[src/source/mips_consts.svh]
`ifndef MIPS_CONSTS_SVH
`define MIPS_CONSTS_SVH

`define WORD_WIDTH      32
`define REG_ADDR_WIDTH  5
`define LINK_REG        5'd31   // jal target register.

// ~~~~~~~~~~~~~~~~~~~~~~~~~~~~~~
// instruction fields.
`define OP          31:26
`define RS          25:21
`define RT          20:16
`define RD          15:11
`define SA          10:6
`define FUNC        5:0
`define IMM         15:0
`define INSTR_INDEX 25:0

// ~~~~~~~~~~~~~~~~~~~~~~~~~~~~~~
`define OP_SPECIAL  6'b000000   // r-type, decoded by funct.
`define OP_J        6'b000010
`define OP_JAL      6'b000011
`define OP_BEQ      6'b000100
`define OP_ADDIU    6'b001001
`define OP_ORI      6'b001101
`define OP_LUI      6'b001111
`define OP_LW       6'b100011
`define OP_SW       6'b101011

`define FUNC_SLL    6'b000000
`define FUNC_JR     6'b001000
`define FUNC_ADDU   6'b100001
`define FUNC_SUBU   6'b100011
`define FUNC_AND    6'b100100
`define FUNC_OR     6'b100101
`define FUNC_SLT    6'b101010

`endif

[src/source/mipsPkg.sv]
`include "mips_consts.svh"

package mipsPkg;

    // ~~~~~~~~~~~~~~~~~~~~~~~~~~~~~~
    // three views of one instruction word.
    typedef struct packed {
        logic [5:0]                   op;
        logic [`REG_ADDR_WIDTH-1:0]   rs;
        logic [`REG_ADDR_WIDTH-1:0]   rt;
        logic [`REG_ADDR_WIDTH-1:0]   rd;
        logic [4:0]                   sa;
        logic [5:0]                   funct;
    } rTypeS;

    typedef struct packed {
        logic [5:0]                   op;
        logic [`REG_ADDR_WIDTH-1:0]   rs;
        logic [`REG_ADDR_WIDTH-1:0]   rt;
        logic [15:0]                  imm;
    } iTypeS;

    typedef struct packed {
        logic [5:0]  op;
        logic [25:0] index;    // jump target, word aligned.
    } jTypeS;

    typedef union packed {
        rTypeS rType;
        iTypeS iType;
        jTypeS jType;
    } instrU;

    // ~~~~~~~~~~~~~~~~~~~~~~~~~~~~~~
    // control encodings.
    typedef enum logic [2:0] {
        aluAdd, aluSub, aluAnd, aluOr, aluSlt, aluSll, aluLui
    } aluOpE;

    typedef enum logic [1:0] {npcSeq, npcBranch, npcJump, npcJumpReg} npcOpE;

    typedef enum logic [1:0] {srcAlu, srcMem, srcLink} regSrcE;

    typedef enum logic [1:0] {dstRt, dstRd, dstRa} regDstE;

endpackage

[src/source/decodeCtrlIf.sv]
`timescale 1ns/100ps

interface decodeCtrlIf;
    logic            regWe;
    logic            memWe;
    logic            extOp;     // 1 = sign extend.
    mipsPkg::aluOpE  aluOp;
    logic            aluSrc1;   // shift amount instead of rs.
    logic            aluSrc2;   // immediate instead of rt.
    mipsPkg::regSrcE regSrc;
    mipsPkg::regDstE regDst;
    mipsPkg::npcOpE  npcOp;

    modport unit (output regWe, memWe, extOp, aluOp, aluSrc1, aluSrc2,
                  regSrc, regDst, npcOp);

    modport pc (input npcOp);

    modport stage (input regWe, memWe, extOp, aluOp, aluSrc1, aluSrc2,
                   regSrc, regDst);
endinterface

[src/source/registerFile.sv]
`timescale 1ns/100ps
`include "mips_consts.svh"

module registerFile (
    input  logic                       clk,
    input  logic                       rstN,
    input  logic [`REG_ADDR_WIDTH-1:0] readAddr1,
    input  logic [`REG_ADDR_WIDTH-1:0] readAddr2,
    input  logic                       writeEn,
    input  logic [`REG_ADDR_WIDTH-1:0] writeAddr,
    input  logic [`WORD_WIDTH-1:0]     writeData,
    output logic [`WORD_WIDTH-1:0]     readData1,
    output logic [`WORD_WIDTH-1:0]     readData2
);

    logic [`WORD_WIDTH-1:0] regs [2**`REG_ADDR_WIDTH];

    always_ff @(posedge clk or negedge rstN) begin
        if (!rstN) begin
            for (int i = 0; i < 2**`REG_ADDR_WIDTH; i++) begin
                regs[i] <= '0;
            end
        end else if (writeEn && writeAddr != '0) begin
            regs[writeAddr] <= writeData;
        end
    end

    // zero reg, then bypass of the write-back bus.
    function automatic logic [`WORD_WIDTH-1:0] readPort(
        input logic [`REG_ADDR_WIDTH-1:0] addr
    );
        if (addr == '0) return '0;
        if (writeEn && addr == writeAddr) return writeData;
        return regs[addr];
    endfunction

    always_comb readData1 = readPort(readAddr1);
    always_comb readData2 = readPort(readAddr2);

endmodule

[src/source/nextPc.sv]
`timescale 1ns/100ps
`include "mips_consts.svh"

module nextPc (
    input  mipsPkg::instrU         instr,
    input  logic [`WORD_WIDTH-1:0] pcD,
    input  logic [`WORD_WIDTH-1:0] regData1,
    input  logic [`WORD_WIDTH-1:0] regData2,
    input  logic [`WORD_WIDTH-1:0] aluOutM,
    input  logic                   forwardAD,
    input  logic                   forwardBD,
    decodeCtrlIf.pc                ctrl,
    output logic [`WORD_WIDTH-1:0] npc,
    output logic [`WORD_WIDTH-1:0] linkAddr
);

    logic [`WORD_WIDTH-1:0] opA;
    logic [`WORD_WIDTH-1:0] opB;
    logic                   opEqual;
    logic [`WORD_WIDTH-1:0] pcPlus4;
    logic [`WORD_WIDTH-1:0] signImm;
    logic [`WORD_WIDTH-1:0] branchTarget;

    // ~~~~~~~~~~~~~~~~~~~~~~~~~~~~~~
    // branch operands, bypassed from mem.
    assign opA = forwardAD ? aluOutM : regData1;
    assign opB = forwardBD ? aluOutM : regData2;
    assign opEqual = (opA == opB);

    // ~~~~~~~~~~~~~~~~~~~~~~~~~~~~~~
    assign pcPlus4 = pcD + `WORD_WIDTH'(4);
    assign signImm = {{(`WORD_WIDTH-16){instr.iType.imm[15]}}, instr.iType.imm};
    assign branchTarget = pcPlus4 + {signImm[`WORD_WIDTH-3:0], 2'b00};

    always_comb begin
        unique case (ctrl.npcOp)
            mipsPkg::npcBranch:  npc = opEqual ? branchTarget : pcPlus4;
            mipsPkg::npcJump:    npc = {pcPlus4[`WORD_WIDTH-1 -: 4], instr.jType.index, 2'b00};
            mipsPkg::npcJumpReg: npc = opA;
            default:             npc = pcPlus4;
        endcase
    end

    assign linkAddr = pcD + `WORD_WIDTH'(8);   // skips the delay slot.

endmodule

[src/source/controlUnit.sv]
`timescale 1ns/100ps
`include "mips_consts.svh"

module controlUnit (
    input  logic           rstN,
    input  mipsPkg::instrU instr,
    decodeCtrlIf.unit      ctrl
);

    logic [5:0] op;
    logic [5:0] funct;

    assign op    = instr.rType.op;
    assign funct = instr.rType.funct;

    always_comb begin
        // no-op word, also held during reset.
        ctrl.regWe   = 1'b0;
        ctrl.memWe   = 1'b0;
        ctrl.extOp   = 1'b1;
        ctrl.aluOp   = mipsPkg::aluAdd;
        ctrl.aluSrc1 = 1'b0;
        ctrl.aluSrc2 = 1'b0;
        ctrl.regSrc  = mipsPkg::srcAlu;
        ctrl.regDst  = mipsPkg::dstRt;
        ctrl.npcOp   = mipsPkg::npcSeq;

        if (rstN) begin
            case (op)
                `OP_SPECIAL: begin
                    ctrl.regDst = mipsPkg::dstRd;
                    ctrl.regWe  = 1'b1;
                    case (funct)
                        `FUNC_ADDU: ctrl.aluOp = mipsPkg::aluAdd;
                        `FUNC_SUBU: ctrl.aluOp = mipsPkg::aluSub;
                        `FUNC_AND:  ctrl.aluOp = mipsPkg::aluAnd;
                        `FUNC_OR:   ctrl.aluOp = mipsPkg::aluOr;
                        `FUNC_SLT:  ctrl.aluOp = mipsPkg::aluSlt;
                        `FUNC_SLL: begin
                            ctrl.aluOp   = mipsPkg::aluSll;
                            ctrl.aluSrc1 = 1'b1;
                        end
                        `FUNC_JR: begin
                            ctrl.regWe = 1'b0;
                            ctrl.npcOp = mipsPkg::npcJumpReg;
                        end
                        default: ctrl.regWe = 1'b0;   // unknown funct.
                    endcase
                end
                `OP_ADDIU: begin
                    ctrl.regWe   = 1'b1;
                    ctrl.aluSrc2 = 1'b1;
                end
                `OP_ORI: begin
                    ctrl.regWe   = 1'b1;
                    ctrl.aluSrc2 = 1'b1;
                    ctrl.extOp   = 1'b0;
                    ctrl.aluOp   = mipsPkg::aluOr;
                end
                `OP_LUI: begin
                    ctrl.regWe   = 1'b1;
                    ctrl.aluSrc2 = 1'b1;
                    ctrl.aluOp   = mipsPkg::aluLui;
                end
                `OP_LW: begin
                    ctrl.regWe   = 1'b1;
                    ctrl.aluSrc2 = 1'b1;
                    ctrl.regSrc  = mipsPkg::srcMem;
                end
                `OP_SW: begin
                    ctrl.memWe   = 1'b1;
                    ctrl.aluSrc2 = 1'b1;
                end
                `OP_BEQ: ctrl.npcOp = mipsPkg::npcBranch;
                `OP_J:   ctrl.npcOp = mipsPkg::npcJump;
                `OP_JAL: begin
                    ctrl.regWe  = 1'b1;
                    ctrl.regSrc = mipsPkg::srcLink;
                    ctrl.regDst = mipsPkg::dstRa;
                    ctrl.npcOp  = mipsPkg::npcJump;
                end
                default: ;
            endcase
        end
    end

endmodule

[src/source/decodeStage.sv]
`timescale 1ns/100ps
`include "mips_consts.svh"

module decodeStage (
    input  logic                       clk,
    input  logic                       rstN,
    input  logic [`WORD_WIDTH-1:0]     instrD,
    input  logic [`WORD_WIDTH-1:0]     pcD,
    input  logic                       regWeW,
    input  logic [`REG_ADDR_WIDTH-1:0] writeRegAddrW,
    input  logic [`WORD_WIDTH-1:0]     wbOut,
    input  logic [`WORD_WIDTH-1:0]     aluOutM,
    input  logic                       forwardAD,
    input  logic                       forwardBD,
    output logic [`WORD_WIDTH-1:0]     npc,
    output logic [`WORD_WIDTH-1:0]     linkAddrD,
    output logic                       regWeD,
    output logic                       memWeD,
    output logic                       extOpD,
    output logic                       aluSrc1D,
    output logic                       aluSrc2D,
    output mipsPkg::aluOpE             aluOpD,
    output mipsPkg::regSrcE            regSrcD,
    output mipsPkg::regDstE            regDstD,
    output mipsPkg::npcOpE             npcOpD,
    output logic [`WORD_WIDTH-1:0]     readData1D,
    output logic [`WORD_WIDTH-1:0]     readData2D,
    output logic [`REG_ADDR_WIDTH-1:0] rsD,
    output logic [`REG_ADDR_WIDTH-1:0] rtD,
    output logic [`REG_ADDR_WIDTH-1:0] rdD,
    output logic [4:0]                 shamtD,
    output logic [15:0]                imm16D
);

    mipsPkg::instrU instr;
    decodeCtrlIf    ctrlBus ();

    assign instr  = instrD;
    assign rsD    = instr.rType.rs;
    assign rtD    = instr.rType.rt;
    assign rdD    = instr.rType.rd;
    assign shamtD = instr.rType.sa;
    assign imm16D = instr.iType.imm;

    registerFile regFile (
        .clk(clk), .rstN(rstN),
        .readAddr1(instr.rType.rs), .readAddr2(instr.rType.rt),
        .writeEn(regWeW), .writeAddr(writeRegAddrW), .writeData(wbOut),
        .readData1(readData1D), .readData2(readData2D)
    );

    nextPc pcUnit (
        .instr(instr), .pcD(pcD),
        .regData1(readData1D), .regData2(readData2D),
        .aluOutM(aluOutM), .forwardAD(forwardAD), .forwardBD(forwardBD),
        .ctrl(ctrlBus.pc), .npc(npc), .linkAddr(linkAddrD)
    );

    controlUnit ctrlUnit (.rstN(rstN), .instr(instr), .ctrl(ctrlBus.unit));

    // ~~~~~~~~~~~~~~~~~~~~~~~~~~~~~~
    // control word out to plain ports.
    assign regWeD   = ctrlBus.regWe;
    assign memWeD   = ctrlBus.memWe;
    assign extOpD   = ctrlBus.extOp;
    assign aluSrc1D = ctrlBus.aluSrc1;
    assign aluSrc2D = ctrlBus.aluSrc2;
    assign aluOpD   = ctrlBus.aluOp;
    assign regSrcD  = ctrlBus.regSrc;
    assign regDstD  = ctrlBus.regDst;
    assign npcOpD   = ctrlBus.npcOp;

endmodule

[config.mk]
export PLATFORM = sky130hd
export DESIGN_NAME = decodeStage
export DESIGN_NICKNAME = d
export VERILOG_FILES = /design/src/source/mipsPkg.sv /design/src/source/decodeCtrlIf.sv /design/src/source/registerFile.sv /design/src/source/nextPc.sv /design/src/source/controlUnit.sv /design/src/source/decodeStage.sv
export VERILOG_INCLUDE_DIRS = /design/src /design/src/source
export SDC_FILE = /design/constraint.sdc
export NUM_CORES = 2
export LEC_CHECK = 0
export ABC_AREA = 1
export BUFFER_PORTS_ARGS = -buffer_cell sky130_fd_sc_hd__buf_4
export CAP_MARGIN = 20
export CELL_PAD_IN_SITES_DETAIL_PLACEMENT = 2
export CELL_PAD_IN_SITES_GLOBAL_PLACEMENT = 2
export CORE_ASPECT_RATIO = 0.75
export CORE_MARGIN = 2
export CORE_UTILIZATION = 35
export DETAILED_ROUTE_END_ITERATION = 10
export PLACE_DENSITY = 0.85
export SYNTH_ARGS = -nofsm -noshare
export SYNTH_HDL_FRONTEND = slang
export SYNTH_SLANG_ARGS = --single-unit
[constraint.sdc]
create_clock -name clk -period 4.28 [get_ports clk]
set_clock_uncertainty 0.2 [all_clocks]
set_input_delay 0 -clock clk [delete_from_list [all_inputs] [get_ports clk]]
set_output_delay 0 -clock clk [all_outputs]
set_load 0.03 [all_outputs]
-- Word-level counts from Yosys, hierarchy flattened
Cells that the tools add are included.
- bits in registers: 1024
- bits of input ports: 138
- output and inout port bits: 178
- word-level logic and storage cells: 124
- add/subtract/negate cells: 3
- order comparisons: 4
- equal/unequal tests: 20
- muxes and demuxes: 49
- bitwise logic cells: 3
- reductions and logical operators: 13
- operator list (operator ; count):
    $bwmux 1024 ; 1
    $mux 32 ; 16
    $bmux 32 s5 ; 2
    $demux 32 s5 ; 1
    $pmux 32 s3 ; 1
    $eq 6x6->1 const B ; 7
    $add 32x3->32 const B ; 1
    $add 32x32->32 ; 1
    $add 32x4->32 const B ; 1
    $eq 32x32->1 ; 1
    $eq 6x4->1 const B ; 4
    $ge 6x6->1 const B ; 3
    $not 5->6 ; 3
    $mux 1 ; 17
    $pmux 3 s5 ; 1
    $eq 6x2->1 const B ; 2
    $logic_not 6->1 ; 2
    $eq 5x5->1 ; 2
    $logic_not 5->1 ; 2
    $reduce_or 5->1 ; 2
    $pmux 3 s3 ; 1
    $mux 2 ; 4
    $pmux 2 s2 ; 2
    $eq 6x3->1 const B ; 1
    other kinds (10) ; 14

-- Depth between registers and ports, before layout
- depth in word-level cells: 10
- mapped depth: 27
- gate-level depth less buffers: 23

-- By module
Synthesis repeated with hierarchy kept, for this count alone.
- cells, all modules: 10435
- area, all modules: 66816.6 µm²
- by module, submodules not included (module ; instances ; cells an instance ; area each (µm²)):
    registerFile ; 1 ; 8893 ; 59673.5
    nextPc ; 1 ; 1432 ; 6523.8
    controlUnit ; 1 ; 74 ; 349.1
    decodeStage ; 1 ; 36 ; 270.3

-- Worst setup path after synthesis
No wires, ideal clock.
- path type: input port to output port
- from: input pcD[3]
- to: output npc[24]
- arrival: 3.450 ns
- path slack: 0.630 ns
- stages on the path: 19
- path buffers: 0
- cells stage by stage: ha_1 > nand3_1 > nor2_1 > inv_1 > nor2_1 > xor2_1 > a21oi_1 > inv_1 > ha_1 > a21oi_1 > inv_1 > a21oi_1 > a21boi_0 > o21ai_0 > a21oi_1 > xor2_1 > nand3_1 > nand3_1 > nand3_1
- cells in the longest elaborated chain, start to end: 4
- ends and longest elaborated chain (what ; line ; text):
    start: declaration ; decodeStage.sv:8 ; input logic [`WORD_WIDTH-1:0] pcD,
    $add 32x3->32 * ; nextPc.sv:31 ; assign pcPlus4 = pcD + `WORD_WIDTH'(4);
    $add 32x32->32 ; nextPc.sv:33 ; assign branchTarget = pcPlus4 + {signImm[`WORD_WIDTH-3:0], 2'b00};
    $mux 32 ; nextPc.sv:37 ; mipsPkg::npcBranch: npc = opEqual ? branchTarget : pcPlus4;
    $pmux 32 s3 * ; nextPc.sv:36 ; unique case (ctrl.npcOp)
    end: declaration ; decodeStage.sv:15 ; output logic [`WORD_WIDTH-1:0] npc,
Mark *: on every way between the ends. The rest lies on a longest branch, timed or not.

-- Worst setup path after layout
- from: input pcD[4]
- to: output npc[26]
The elaborated chain is that of the path after synthesis.

==> qor.csv <==
stage,metric,value,unit
status,status,"finished, violations left",
status,violations,setup timing,
yosys,syn_area,65260,µm²
placement,dp.cells,12040,
floorplanning,coreArea,185600,µm²
floorplanning,start_util,0.3516,
flow_run,cap_viol_max_count,0,
sta,finalCriticalPeriod,4287,ps
clock_tree,root_buffer,clkbuf_16,
worst_setup_path,cp_slowest_stage_delay,380,ps
yosys,synth_nets,9918,
global_routing,grt_use_met2,0.5958,
yosys,yosys.area.top_type,dfrtp_1,
routing,vias,75430,
worst_setup_path,r2r_start,regFile.regs[517]$_DFFE_PN0P_,
routing,drt_iter0_drc,7905,
routing,wl_per_cell,29.85,µm
power_and_ir_drop,power_density,425.8,nW/µm²
clock_tree,clk_path_buf_depth,3,
worst_setup_path,reg2reg_depth,3,
sta,timing.final.ws_setup,-7.321,ps
final_layout,multi_input_area,33000,µm²
final_layout,largest_reg_flops,1024,
routing,route.detailed.drc,0,
min_path,min-delay-start,writeRegAddrW[3],
global_routing,grt.busiest_layer,met2,
worst_setup_path,startpoint,pcD[4],
global_routing,grt.met3_usage,0.07769,
final_layout,top_register,regFile.regs,
worst_setup_path,startpoint_type,primary input,
routing,drtAntennaViolNets,0,
placement,gp_congestion,0.9154,
sta,relSlewSlack,0.1574,
global_routing,track_usage,0.3781,
worst_setup_path,critPathSlowestCell,ha_1,
yosys,synth_top_area_share,0.3926,
power_and_ir_drop,ir_drop,0.3382,mV
routing,avgViaCountPerCell,6.104,
worst_setup_path,arrival,4090,ps
min_path,min_path_cells,5,
worst_setup_path,r2r_slack,2800,ps
floorplanning,fp.dieW,502.6,µm
final_layout,fill_cells,21750,
power_and_ir_drop,cellLeakagePower,36.96,nW
final_layout,syn2layout_area_growth,15.80,%
yosys,synthCells,9740,
final_layout,final_cells,12360,
final_layout,final_util,0.4071,
worst_setup_path,cp_max_fo,7,
clock_tree,clk_pin_slew,70,ps
routing,first_pass_iters,8,
clock_tree,clock_sinks,1024,
global_routing,grt_pass1_wl,543.6,mm
placement,dp_hpwl,220.9,mm
placement,port_buffers,315,
global_routing,grtUsageMet1,0.4709,
yosys,ys_types,49,
final_layout,drive_gt1_frac,0.1025,
yosys,synth_ff_type,dfrtp_1,
floorplanning,row_count,137,
clock_tree,numCtsBuffers,112,
final_layout,fin_nets,9933,
clock_tree,clk_latency,790,ps
worst_setup_path,endpoint_kind,primary output,
yosys,synth_commonest_cells,"nand2_1 (3,376), nand3_1 (1,224), o21ai_0 (1,159)",
global_routing,grt_overflow_total,0,
clock_tree,cts_tree,done,
min_path,hold_end,regFile.regs[679]$_DFFE_PN0P_,
routing,totalWireLength,368.9,mm
clock_tree,cts_max_level,3,
global_routing,grt_pass1_vias,82100,
yosys,synth.most_common_cell,nand2_1,
sta,final_max_slew_viol_count,0,
yosys,synth_seq_area_share,0.3926,
global_routing,antenna_found_initial,18,
yosys,synth_warnings,0,
sta,finalSetupViolCount,1,
worst_setup_path,r2r_end,regFile.regs[517]$_DFFE_PN0P_,
floorplanning,io-pin-count,316,
floorplanning,die_h,378.0,µm
yosys,synth_area_leaders,"dfrtp_1 (39%), nand2_1 (19%), nand3_1 (9.4%)",
yosys,syn_area_per_cell,6.701,µm²
yosys,ys_async_sr_fraction,1.000,
floorplanning,design.die.area,190000,µm²
final_layout,reg.largest.list,regFile.regs: 1024 flops,
worst_setup_path,worstSetupPathType,in -> out,
sta,tightestPinTransition,1264,ps
min_path,hold_path_class,in -> reg,
sta,hold_viol,0,
sta,post-route-period-util,1.002,
worst_setup_path,crit_top_cell,nand2_1,
yosys,synth-edff-count,0,
global_routing,grt_max_degree,173,
yosys,synth_seq_cells,1024,
sta,fmax,233.2,MHz
final_layout,seqCellArea,25620,µm²
worst_setup_path,required,4080,ps
[placed cells by master (no fill, tap or decap), types with 70 or more instances in the layout]
master	synthesis	final
a21oi_1	232	230
buf_12	0	70
buf_4	61	539
clkbuf_16	0	114
dfrtp_1	1024	1024
dlygate4sd3_1	0	94
inv_1	858	855
nand2_1	3376	3311
nand3_1	1224	1214
nor2_1	261	243
o211ai_1	394	394
o21ai_0	1159	1151
[worst max-delay path, delay by kind of cell]
| family | cells | cell delay, ps |
|---|---|---|
| AOI/OAI and AO/OA | 6 | 1390 |
| adders and majority gates | 2 | 580 |
| xor gates and xnor gates | 1 | 160 |
| buffers and inverters | 5 | 770 |
| and+or+nand+nor | 11 | 1190 |
[how the worst max path moves through the flow]
stage               endpoint  slack, ps  cells after the start
global route         npc[26]       -150                     25
CTS                  npc[16]        0.3                     22
floorplan            npc[24]        630                     19
global placement     npc[16]        220                     25
finish               npc[26]         -7                     25
detailed placement   npc[16]        130                     25
[cell type report]
cell class,instances,area share
well taps,2502,0.04142
inverters,890,0.04478
clock inverters,37,0.005910
diodes,11,0.0003642
multi-input cells,7007,0.4366
repair buffers,720,0.08829
clock buffers,167,0.04353
flip-flops and latches,1024,0.3391
[power by group]
part           leakage [nW]  internal (W)  switching, W
sequential             13.1        0.0115       0.00134
combinational          22.0       0.00273       0.00604
clock                  1.85       0.00578       0.00478
[layer usage]
layer | vias to the layer above | wire length (µm)
met5 | - | 48
met2 | 3724 | 165900
met1 | 38970 | 147200
met3 | 1236 | 29240
met4 | 6 | 26490
li1 | 31500 | -
[repair_timing]
action	CTS	global route
gates cloned	0	2
hold buffers	96	0
buffers inserted	1	6
setup endpoints to repair	30	30
resized for setup	12	103
endpoints found under the hold margin	1327	0
pin swaps	1	15
[metrics by stage]
step | TNS [ps] | cell area, µm² | hold slack [ps] | total power (W) | setup WS (ps)
floorplan | 0 | 65260 | -495.6 | 0.01759 | 630.5
global placement | 0 | 70280 | -277.0 | 0.02018 | 216.0
detailed placement | 0 | 70300 | -282.4 | 0.02094 | 127.9
CTS | 0 | 75080 | 14.47 | 0.03173 | 0.3344
global route | -1507 | 75560 | 30.71 | 0.03355 | -149.9
finish | -7.321 | 75570 | 12.46 | 0.03218 | -7.321
[cell families (layout without fill, tap and decap cells)]
kind of cell | Yosys count | after routing | synth area share
AO/OA/AOI/OAI | 1904 | 1904 | 0.1643
AND/OR/NAND/NOR | 4990 | 4990 | 0.3157
other | 0 | 11 | 0
adder cells (fa/ha/maj) | 40 | 40 | 0.007784
XOR/XNOR | 73 | 73 | 0.009797
flip-flops | 1024 | 1024 | 0.3926
buffers and inverters | 1709 | 1814 | 0.1098
No activity file was read; power rests on OpenSTA's default activity.
